--- src/verilog/core_pkg.sv ---
package core_pkg;

    // Core sizing
    localparam int NUM_WARPS      = 4;
    localparam int WARP_ID_WIDTH  = 2;
    localparam int DATA_WIDTH     = 32;
    localparam int PC_WIDTH       = 8;
    localparam int REG_ADDR_WIDTH = 3;
    localparam int NUM_REGS       = 1 << REG_ADDR_WIDTH;
    localparam int INSTR_WIDTH    = 32;

    // Instruction field positions
    localparam int OPCODE_MSB = 31;
    localparam int OPCODE_LSB = 28;
    localparam int RD_MSB     = 27;
    localparam int RD_LSB     = 25;
    localparam int RS1_MSB    = 24;
    localparam int RS1_LSB    = 22;
    localparam int RS2_MSB    = 21;
    localparam int RS2_LSB    = 19;
    localparam int IMM_MSB    = 15;
    localparam int IMM_LSB    = 0;
    localparam int IMM_WIDTH  = IMM_MSB - IMM_LSB + 1;

    typedef enum logic [3:0] {
        OP_ADD   = 4'h0,
        OP_SUB   = 4'h1,
        OP_AND   = 4'h2,
        OP_OR    = 4'h3,
        OP_XOR   = 4'h4,
        OP_SLT   = 4'h5,
        OP_ADDI  = 4'h6,
        OP_WID   = 4'h7,
        OP_BEQ   = 4'h8,
        OP_STORE = 4'h9,
        OP_SYNC  = 4'ha,
        OP_HALT  = 4'hb
    } opcode_t;

    typedef enum logic [2:0] {
        WARP_IDLE,
        WARP_READY,
        WARP_FETCH,
        WARP_EXECUTE,
        WARP_SYNC_WAIT,
        WARP_DONE
    } warp_state_t;

endpackage

--- src/verilog/warp_scheduler.sv ---
`timescale 1ns/10ps

module warp_scheduler import core_pkg::*; (
    input  logic                     clk,
    input  logic                     reset,
    input  logic                     start,
    input  logic [PC_WIDTH-1:0]      base_address,
    input  logic [WARP_ID_WIDTH:0]   num_warps,
    input  logic                     fetch_done,
    input  opcode_t                  op,
    input  logic [PC_WIDTH-1:0]      next_pc,
    output logic [WARP_ID_WIDTH-1:0] current_warp,
    output logic [PC_WIDTH-1:0]      current_pc,
    output logic                     fetch_start,
    output logic                     execute,
    output logic                     done
);

    warp_state_t              warp_state [NUM_WARPS];
    logic [PC_WIDTH-1:0]      pc [NUM_WARPS];
    logic [WARP_ID_WIDTH-1:0] last_warp;
    logic [WARP_ID_WIDTH-1:0] pick_warp;
    logic                     pick_found;
    logic                     running;
    logic                     launch;
    logic [NUM_WARPS-1:0]     busy_vec;
    logic [NUM_WARPS-1:0]     sync_vec;
    logic [NUM_WARPS-1:0]     parked_vec;
    logic [NUM_WARPS-1:0]     finished_vec;
    logic                     sync_release;
    logic                     all_finished;

    assign launch = start && !running;

    // Per-warp status summaries
    always_comb begin
        for (int i = 0; i < NUM_WARPS; i++) begin
            busy_vec[i]     = (warp_state[i] == WARP_FETCH) || (warp_state[i] == WARP_EXECUTE);
            sync_vec[i]     = (warp_state[i] == WARP_SYNC_WAIT);
            finished_vec[i] = (warp_state[i] == WARP_IDLE) || (warp_state[i] == WARP_DONE);
            parked_vec[i]   = finished_vec[i] || sync_vec[i];
        end
    end

    // Barrier opens once nobody is left running toward it
    assign sync_release = (|sync_vec) && (&parked_vec);
    assign all_finished = &finished_vec;

    // Round-robin search, starting after the last warp chosen
    always_comb begin
        logic [WARP_ID_WIDTH-1:0] idx;
        pick_found = 1'b0;
        pick_warp  = last_warp;
        for (int k = 1; k <= NUM_WARPS; k++) begin
            idx = last_warp + WARP_ID_WIDTH'(k);
            if (!pick_found && warp_state[idx] == WARP_READY) begin
                pick_found = 1'b1;
                pick_warp  = idx;
            end
        end
    end

    // Only one instruction in flight on the shared port
    assign fetch_start  = pick_found && (busy_vec == '0);
    assign current_warp = fetch_start ? pick_warp : last_warp;
    assign current_pc   = pc[current_warp];
    assign execute      = (warp_state[last_warp] == WARP_EXECUTE);

    always_ff @(posedge clk) begin
        if (reset) begin
            running   <= 1'b0;
            done      <= 1'b0;
            last_warp <= '0;
            for (int i = 0; i < NUM_WARPS; i++) begin
                warp_state[i] <= WARP_IDLE;
            end
        end else if (launch) begin
            running <= 1'b1;
            done    <= 1'b0;
            for (int i = 0; i < NUM_WARPS; i++) begin
                warp_state[i] <= (i < int'(num_warps)) ? WARP_READY : WARP_IDLE;
            end
        end else if (running) begin
            if (fetch_start) begin
                warp_state[pick_warp] <= WARP_FETCH;
                last_warp             <= pick_warp;
            end
            if (fetch_done) begin
                warp_state[last_warp] <= WARP_EXECUTE;
            end
            if (execute) begin
                case (op)
                    OP_SYNC: warp_state[last_warp] <= WARP_SYNC_WAIT;
                    OP_HALT: warp_state[last_warp] <= WARP_DONE;
                    default: warp_state[last_warp] <= WARP_READY;
                endcase
            end
            if (sync_release) begin
                for (int i = 0; i < NUM_WARPS; i++) begin
                    if (sync_vec[i]) begin
                        warp_state[i] <= WARP_READY;
                    end
                end
            end
            if (all_finished) begin
                running <= 1'b0;
                done    <= 1'b1;
            end
        end
    end

    // Program counters
    always_ff @(posedge clk) begin
        if (launch) begin
            for (int i = 0; i < NUM_WARPS; i++) begin
                pc[i] <= base_address;
            end
        end else if (execute) begin
            pc[last_warp] <= next_pc;
        end
    end

    a_fetch_ready: assert property (@(posedge clk) disable iff (reset)
        fetch_start |=> warp_state[last_warp] == WARP_FETCH)
        else $error("warp %0d did not enter fetch after fetch_start", last_warp);

    a_single_busy: assert property (@(posedge clk) disable iff (reset)
        $onehot0(busy_vec))
        else $error("more than one warp in fetch or execute: %b", busy_vec);

endmodule

--- src/verilog/instr_fetch.sv ---
`timescale 1ns/10ps

module instr_fetch import core_pkg::*; (
    input  logic                   clk,
    input  logic                   reset,
    input  logic                   fetch_start,
    input  logic [PC_WIDTH-1:0]    current_pc,
    input  logic                   instr_ready,
    input  logic [INSTR_WIDTH-1:0] instr_data,
    output logic                   instr_valid,
    output logic [PC_WIDTH-1:0]    instr_address,
    output logic                   fetch_done,
    output logic [INSTR_WIDTH-1:0] instruction
);

    // Request completes on the handshake cycle
    assign fetch_done = instr_valid && instr_ready;

    always_ff @(posedge clk) begin
        if (reset) begin
            instr_valid <= 1'b0;
        end else if (fetch_start) begin
            instr_valid <= 1'b1;
        end else if (fetch_done) begin
            instr_valid <= 1'b0;
        end
    end

    // Address held for the whole request
    always_ff @(posedge clk) begin
        if (fetch_start) begin
            instr_address <= current_pc;
        end
    end

    // Instruction register, read by the decoder during execute
    always_ff @(posedge clk) begin
        if (fetch_done) begin
            instruction <= instr_data;
        end
    end

    a_addr_stable: assert property (@(posedge clk) disable iff (reset)
        instr_valid && !instr_ready |=> instr_valid && $stable(instr_address))
        else $error("instr_address changed while request was pending");

endmodule

--- src/verilog/instr_decoder.sv ---
`timescale 1ns/10ps

module instr_decoder import core_pkg::*; (
    input  logic [INSTR_WIDTH-1:0]    instruction,
    output opcode_t                   op,
    output logic [REG_ADDR_WIDTH-1:0] rd,
    output logic [REG_ADDR_WIDTH-1:0] rs1,
    output logic [REG_ADDR_WIDTH-1:0] rs2,
    output logic [DATA_WIDTH-1:0]     immediate,
    output logic                      reg_write
);

    logic writes_rd;

    assign op  = opcode_t'(instruction[OPCODE_MSB:OPCODE_LSB]);
    assign rd  = instruction[RD_MSB:RD_LSB];
    assign rs1 = instruction[RS1_MSB:RS1_LSB];
    assign rs2 = instruction[RS2_MSB:RS2_LSB];

    // Sign-extended immediate
    assign immediate = {{(DATA_WIDTH - IMM_WIDTH){instruction[IMM_MSB]}},
                        instruction[IMM_MSB:IMM_LSB]};

    // Operations that produce a register result
    always_comb begin
        case (op)
            OP_ADD,
            OP_SUB,
            OP_AND,
            OP_OR,
            OP_XOR,
            OP_SLT,
            OP_ADDI,
            OP_WID:  writes_rd = 1'b1;
            default: writes_rd = 1'b0;
        endcase
    end

    // Writes to register 0 are dropped here
    assign reg_write = writes_rd && (rd != '0);

endmodule

--- src/verilog/warp_reg_file.sv ---
`timescale 1ns/10ps

module warp_reg_file import core_pkg::*; (
    input  logic                      clk,
    input  logic                      reset,
    input  logic [WARP_ID_WIDTH-1:0]  current_warp,
    input  logic [REG_ADDR_WIDTH-1:0] rs1,
    input  logic [REG_ADDR_WIDTH-1:0] rs2,
    input  logic [REG_ADDR_WIDTH-1:0] rd,
    input  logic                      write_enable,
    input  logic [DATA_WIDTH-1:0]     write_data,
    output logic [DATA_WIDTH-1:0]     rs1_data,
    output logic [DATA_WIDTH-1:0]     rs2_data
);

    // One bank of scalar registers per warp
    logic [DATA_WIDTH-1:0] regs [NUM_WARPS][NUM_REGS];

    always_ff @(posedge clk) begin
        if (reset) begin
            for (int w = 0; w < NUM_WARPS; w++) begin
                for (int r = 0; r < NUM_REGS; r++) begin
                    regs[w][r] <= '0;
                end
            end
        end else if (write_enable) begin
            regs[current_warp][rd] <= write_data;
        end
    end

    // Register 0 is never written, so it reads zero
    assign rs1_data = regs[current_warp][rs1];
    assign rs2_data = regs[current_warp][rs2];

    a_no_r0_write: assert property (@(posedge clk) disable iff (reset)
        write_enable |-> rd != '0)
        else $error("write to register 0 in warp %0d", current_warp);

endmodule

--- src/verilog/int_execute.sv ---
`timescale 1ns/10ps

module int_execute import core_pkg::*; (
    input  logic                     execute,
    input  opcode_t                  op,
    input  logic [DATA_WIDTH-1:0]    immediate,
    input  logic                     reg_write,
    input  logic [DATA_WIDTH-1:0]    rs1_data,
    input  logic [DATA_WIDTH-1:0]    rs2_data,
    input  logic [PC_WIDTH-1:0]      current_pc,
    input  logic [WARP_ID_WIDTH-1:0] current_warp,
    output logic [DATA_WIDTH-1:0]    result,
    output logic                     reg_write_enable,
    output logic [PC_WIDTH-1:0]      next_pc,
    output logic                     store_strobe,
    output logic [DATA_WIDTH-1:0]    store_address,
    output logic [DATA_WIDTH-1:0]    store_data
);

    logic branch_taken;

    // Integer ALU
    always_comb begin
        case (op)
            OP_ADD:  result = rs1_data + rs2_data;
            OP_SUB:  result = rs1_data - rs2_data;
            OP_AND:  result = rs1_data & rs2_data;
            OP_OR:   result = rs1_data | rs2_data;
            OP_XOR:  result = rs1_data ^ rs2_data;
            OP_SLT:  result = DATA_WIDTH'($signed(rs1_data) < $signed(rs2_data));
            OP_ADDI: result = rs1_data + immediate;
            OP_WID:  result = DATA_WIDTH'(current_warp);
            default: result = '0;
        endcase
    end

    // Branch offset is relative to the branch itself
    assign branch_taken = (op == OP_BEQ) && (rs1_data == rs2_data);
    assign next_pc      = branch_taken ? current_pc + immediate[PC_WIDTH-1:0]
                                       : current_pc + PC_WIDTH'(1);

    assign reg_write_enable = execute && reg_write;

    // Store port, one strobe per executed store
    assign store_strobe  = execute && (op == OP_STORE);
    assign store_address = rs1_data + immediate;
    assign store_data    = rs2_data;

endmodule

--- src/verilog/compute_core.sv ---
`timescale 1ns/10ps

module compute_core import core_pkg::*; (
    input  logic                   clk,
    input  logic                   reset,
    input  logic                   start,
    input  logic [PC_WIDTH-1:0]    base_address,
    input  logic [WARP_ID_WIDTH:0] num_warps,
    output logic                   done,
    output logic                   instr_valid,
    output logic [PC_WIDTH-1:0]    instr_address,
    input  logic                   instr_ready,
    input  logic [INSTR_WIDTH-1:0] instr_data,
    output logic                   store_strobe,
    output logic [DATA_WIDTH-1:0]  store_address,
    output logic [DATA_WIDTH-1:0]  store_data
);

    logic [WARP_ID_WIDTH-1:0]  current_warp;
    logic [PC_WIDTH-1:0]       current_pc;
    logic [PC_WIDTH-1:0]       next_pc;
    logic                      fetch_start;
    logic                      fetch_done;
    logic                      execute;
    logic [INSTR_WIDTH-1:0]    instruction;
    opcode_t                   op;
    logic [REG_ADDR_WIDTH-1:0] rd;
    logic [REG_ADDR_WIDTH-1:0] rs1;
    logic [REG_ADDR_WIDTH-1:0] rs2;
    logic [DATA_WIDTH-1:0]     immediate;
    logic                      reg_write;
    logic                      reg_write_enable;
    logic [DATA_WIDTH-1:0]     rs1_data;
    logic [DATA_WIDTH-1:0]     rs2_data;
    logic [DATA_WIDTH-1:0]     result;

    warp_scheduler scheduler (
        .clk          (clk),
        .reset        (reset),
        .start        (start),
        .base_address (base_address),
        .num_warps    (num_warps),
        .fetch_done   (fetch_done),
        .op           (op),
        .next_pc      (next_pc),
        .current_warp (current_warp),
        .current_pc   (current_pc),
        .fetch_start  (fetch_start),
        .execute      (execute),
        .done         (done)
    );

    instr_fetch fetcher (
        .clk           (clk),
        .reset         (reset),
        .fetch_start   (fetch_start),
        .current_pc    (current_pc),
        .instr_ready   (instr_ready),
        .instr_data    (instr_data),
        .instr_valid   (instr_valid),
        .instr_address (instr_address),
        .fetch_done    (fetch_done),
        .instruction   (instruction)
    );

    instr_decoder decoder (
        .instruction (instruction),
        .op          (op),
        .rd          (rd),
        .rs1         (rs1),
        .rs2         (rs2),
        .immediate   (immediate),
        .reg_write   (reg_write)
    );

    warp_reg_file reg_file (
        .clk          (clk),
        .reset        (reset),
        .current_warp (current_warp),
        .rs1          (rs1),
        .rs2          (rs2),
        .rd           (rd),
        .write_enable (reg_write_enable),
        .write_data   (result),
        .rs1_data     (rs1_data),
        .rs2_data     (rs2_data)
    );

    int_execute alu (
        .execute          (execute),
        .op               (op),
        .immediate        (immediate),
        .reg_write        (reg_write),
        .rs1_data         (rs1_data),
        .rs2_data         (rs2_data),
        .current_pc       (current_pc),
        .current_warp     (current_warp),
        .result           (result),
        .reg_write_enable (reg_write_enable),
        .next_pc          (next_pc),
        .store_strobe     (store_strobe),
        .store_address    (store_address),
        .store_data       (store_data)
    );

endmodule

--- config.mk ---
export PLATFORM = sky130hd
export DESIGN_NAME = compute_core
export DESIGN_NICKNAME = d
export VERILOG_FILES = /design/src/verilog/core_pkg.sv /design/src/verilog/warp_scheduler.sv /design/src/verilog/instr_fetch.sv /design/src/verilog/instr_decoder.sv /design/src/verilog/warp_reg_file.sv /design/src/verilog/int_execute.sv /design/src/verilog/compute_core.sv
export SDC_FILE = /design/constraint.sdc
export NUM_CORES = 2
export LEC_CHECK = 0
export BUFFER_PORTS_ARGS = -buffer_cell sky130_fd_sc_hd__buf_2
export CORE_UTILIZATION = 46
export CTS_CLUSTER_SIZE = 10
export DETAILED_ROUTE_END_ITERATION = 10
export GPL_ROUTABILITY_DRIVEN = 0
export PLACE_DENSITY_LB_ADDON = 0.3
export SLEW_MARGIN = 10
export SYNTH_ARGS = -nofsm -noshare
export SYNTH_HDL_FRONTEND = slang
export SYNTH_SLANG_ARGS = --single-unit
--- constraint.sdc ---
create_clock -name clk -period 9.1 [get_ports clk]
set_input_delay 1.82 -clock clk [delete_from_list [all_inputs] [get_ports clk]]
set_output_delay 1.82 -clock clk [all_outputs]
set_load 0.005 [all_outputs]
==> flow_summary_export.csv <==
group,metric,value,unit
run_status,status,"complete, no violations",
clocking,max-clock-path-buffers,3,
pwr,cellPowerDensity,252,nW/um^2
yosys,synth_area_leaders,"edfxtp_1 (59%), mux4_2 (16%), nor2_1 (6.8%), ha_1 (3.1%), clkbuf_1 (1.9%)",
global_routing,antenna_found_initial,5,
routing,postRouteAntennaNets,0,
cells_and_area,drive_above_1_share,0.250,
yosys,synth_compound_area_frac,0.0576,
clocking,root_buffer,"clkbuf_16",
yosys,syn-cell-area,55700,sq um
routing,vias,37800,
routing,drt_iter0_markers,5392,
floorplanning,fp.dieArea,123000,sq um
setup_path,crit_family,"multiplexers",
routing,drc_errors,0,
setup_path,crit_path_frequent_cell,"buf_12",
worst_hold_path,whs_path_depth,1,
setup_path,critical_path.cell_chain,"or3b_4 > mux2_2 > a31oi_2 > o211a_4 > buf_12 > xnor2_4 > buf_12 > buf_12 > mux4_2 > mux4_2 > mux2_2 > ha_1 > o21ai_0 > o211ai_1 > a41oi_1 > buf_4 > a31oi_2 > a211oi_1 > buf_4 > nor3b_2 > o221ai_2 > xnor2_2 > xnor2_2 > buf_2",
job,maxCapViolations,0,
yosys,synth_mux_area_frac,0.176,
timing,fin_hold_ws,474,ps
cells_and_area,fillers,9690,
yosys,yosysUniqueCellTypes,77,
yosys,synthCells,4031,
timing,setup_viol,0,
yosys,synth_ff_type,"edfxtp_1",
global_routing,grt_max_degree,69,
timing,fmax,0.111,GHz
setup_path,crit_fanout,15,
yosys,yosysTopAreaCell,"edfxtp_1",
floorplanning,rows,127,
floorplanning,coreArea,120000,sq um
cells_and_area,nNetsFinal,4493,
timing,worst_clock_skew,44.6,ps
setup_path,required,7280,ps
placed_design,io_buffers,118,
timing,worst_slew_pin_slew,1210,ps
pwr,finalPower,0.0162,W
clocking,cts_buffers,132,
setup_path,r2r_start,"scheduler.warp_state[1][2]",
cells_and_area,layout_common_cells,"edfxtp_1 (1102), nor2_1 (1005), mux4_2 (392)",
yosys,synthSimpleGateAreaFrac,0.0967,
yosys,synth_edf_count,1102,
global_routing,grt_pass1_wl,254000,um
floorplanning,die_w,350,um
routing,wirelength,179000,um
setup_path,reg2reg_depth,32,
pwr,p_leak,23.0,nW
timing,fin_crit,9020,ps
setup_path,r2r-end,"scheduler.pc[2][7]",
setup_path,critPathSlowestCell,"mux4_2",
clocking,cts_tree,"yes",
setup_path,cp-end-kind,"output port",
worst_hold_path,hold_start,"scheduler.done",
yosys,synth_seq_cells,1112,
yosys,synth_adder_area_share,0.0326,
placed_design,dp_hpwl,107000,um
global_routing,overflow,0,
floorplanning,start_util,0.464,
floorplanning,die_h,350,um
cells_and_area,seqCellArea,33300,sq um
yosys,yosys.area_share.xor_xnor,0.00784,
setup_path,arrival,7200,ps
cells_and_area,layout_commonest_cell,"edfxtp_1",
timing,period_share,0.992,
timing,relSlewSlack,0.188,
cells_and_area,area_growth,15.2,%
routing,routed_via_density,6.34,
yosys,syn_area_per_cell,13.8,sq um
clocking,cts.htree.levels,4,
setup_path,critPathKind,"reg2out",
clocking,cts.clk_slew.worst_paths,50,ps
yosys,ys_seq_area_frac,0.598,
setup_path,cp-start-kind,"flop",
timing,finalHoldViolCount,0,
timing,final_max_slew_viol_count,0,
setup_path,rrSetupSlack,420,ps
clocking,clock_latency,760,ps
yosys,synth_top_area_frac,0.594,
worst_hold_path,hold_path_class,"reg2reg",
worst_hold_path,min_to,"scheduler.done",
setup_path,cp_slowest_stage_delay,570,ps
routing,drt-pass1-iter-count,6,
cells_and_area,fin_util,0.535,
clocking,cts_sinks,1112,
cells_and_area,multi_input_area,21900,sq um
global_routing,grt_use_total,0.291,
yosys,synth_top_family_by_area,"multiplexers",
floorplanning,io_pins,122,
pwr,vdd_drop_max,0.176,mV
global_routing,grt_pass1_vias,37000,
yosys,async_flop_share,0,
setup_path,crit_buf_inv,6,
yosys,yosys_warnings,0,
routing,wl_per_cell,30.0,um
==> worst max-delay path by stage <==
stage | startpoint | end | depth (start not counted)
floorplan | scheduler.warp_state[0][1] | store_address[30] | 25
global placement | scheduler.warp_state[1][2] | scheduler.pc[0][7] | 31
detailed placement | scheduler.warp_state[0][2] | scheduler.pc[2][7] | 31
CTS | scheduler.warp_state[0][2] | store_address[30] | 27
global route | scheduler.warp_state[1][1] | store_address[30] | 29
finish | scheduler.warp_state[1][2] | store_address[31] | 24
==> power breakdown <==
part / internal (W) / leakage [nW] / switching, W
logic: 0.00209 / 9.87 / 0.00342
clock network: 0.00268 / 1.80 / 0.00206
registers: 0.00586 / 11.3 / 0.0000762
==> Yosys cell counts (8+ instances only) <==
library cell / n
nor2b_1: 21
o21bai_1: 17
nand3_1: 29
mux2i_1: 26
dfxtp_1: 10
xnor2_1: 38
ha_1: 138
nand2_1: 80
nor2_1: 1008
a221o_1: 16
nand2b_1: 54
nor4_1: 8
clkbuf_1: 284
o21a_1: 14
o21ai_0: 92
a21oi_1: 134
and3_1: 9
o221ai_1: 11
xor2_1: 10
a211oi_1: 23
mux4_2: 392
buf_2: 8
a21o_1: 38
or3_1: 21
o31ai_1: 11
and2_1: 15
mux2_2: 65
a22oi_1: 19
nor3_1: 24
a31oi_1: 10
inv_1: 129
buf_1: 32
o22ai_1: 20
a221oi_1: 20
edfxtp_1: 1102
==> layout make-up <==
| class | instances | share of cell area |
|---|---|---|
| clock buffers | 150 | 0.0530 |
| repair buffers | 335 | 0.0427 |
| well taps | 1612 | 0.0314 |
| clock inverters | 21 | 0.00468 |
| inverters | 131 | 0.00770 |
| flip-flops and latches | 1112 | 0.519 |
| diodes | 4 | 0.000156 |
| multi-input cells | 2592 | 0.341 |
==> registers in the layout, summed over array words and instances (netlist names), named ones only <==
register               flops
fetcher.instr_address      8
fetcher.instr_valid        1
fetcher.instruction       29
reg_file.regs           1024
scheduler.done             1
scheduler.last_warp        2
scheduler.pc              32
scheduler.running          1
scheduler.warp_state      12
==> worst register-to-register path: cells and delay by family, from the launching register on <==
| family | cells | cell delay (ps) |
|---|---|---|
| xor+xnor | 3 | 400 |
| fa+ha+maj | 2 | 630 |
| simple gates | 7 | 2040 |
| compound gates | 8 | 1460 |
| flops | 1 | 410 |
| buf+inv | 6 | 1130 |
| mux | 6 | 2350 |
==> through the flow <==
stage | cells | setup WS [ps] | instance area [sq um] | TNS, ps
detailed placement | 5734 | 33.9 | 59500 | 0
CTS | 5919 | -41.2 | 63700 | -49.0
finish | 5957 | 75.8 | 64100 | 0
floorplan | 4158 | 693 | 56200 | 0
global placement | 5734 | 122 | 59500 | 0
global route | 5954 | -56.7 | 64100 | -108
==> timing repair <==
action,CTS,global route
resized for setup,36,33
cloned,6,4
buffers inserted,8,31
endpoints found under the setup margin,15,14
hold buffers,0,0
pin swaps,10,9
==> cell families after synthesis <==
kind of cell,Yosys count
flops,1112
fa+ha+maj,143
compound gates,485
other cells,1
buf+inv,457
xor+xnor,49
mux,483
simple gates,1301
==> routing by layer <==
layer / vias to the layer above / part of all wire / global-route usage
met5: - / 0.00011 / 0
met4: 2 / 0.043 / 0.121
met3: 416 / 0.14 / 0.0864
met2: 2687 / 0.46 / 0.447
met1: 19100 / 0.36 / 0.385
li1: 15500 / - / -
No activity file was read; power rests on OpenSTA's default activity.
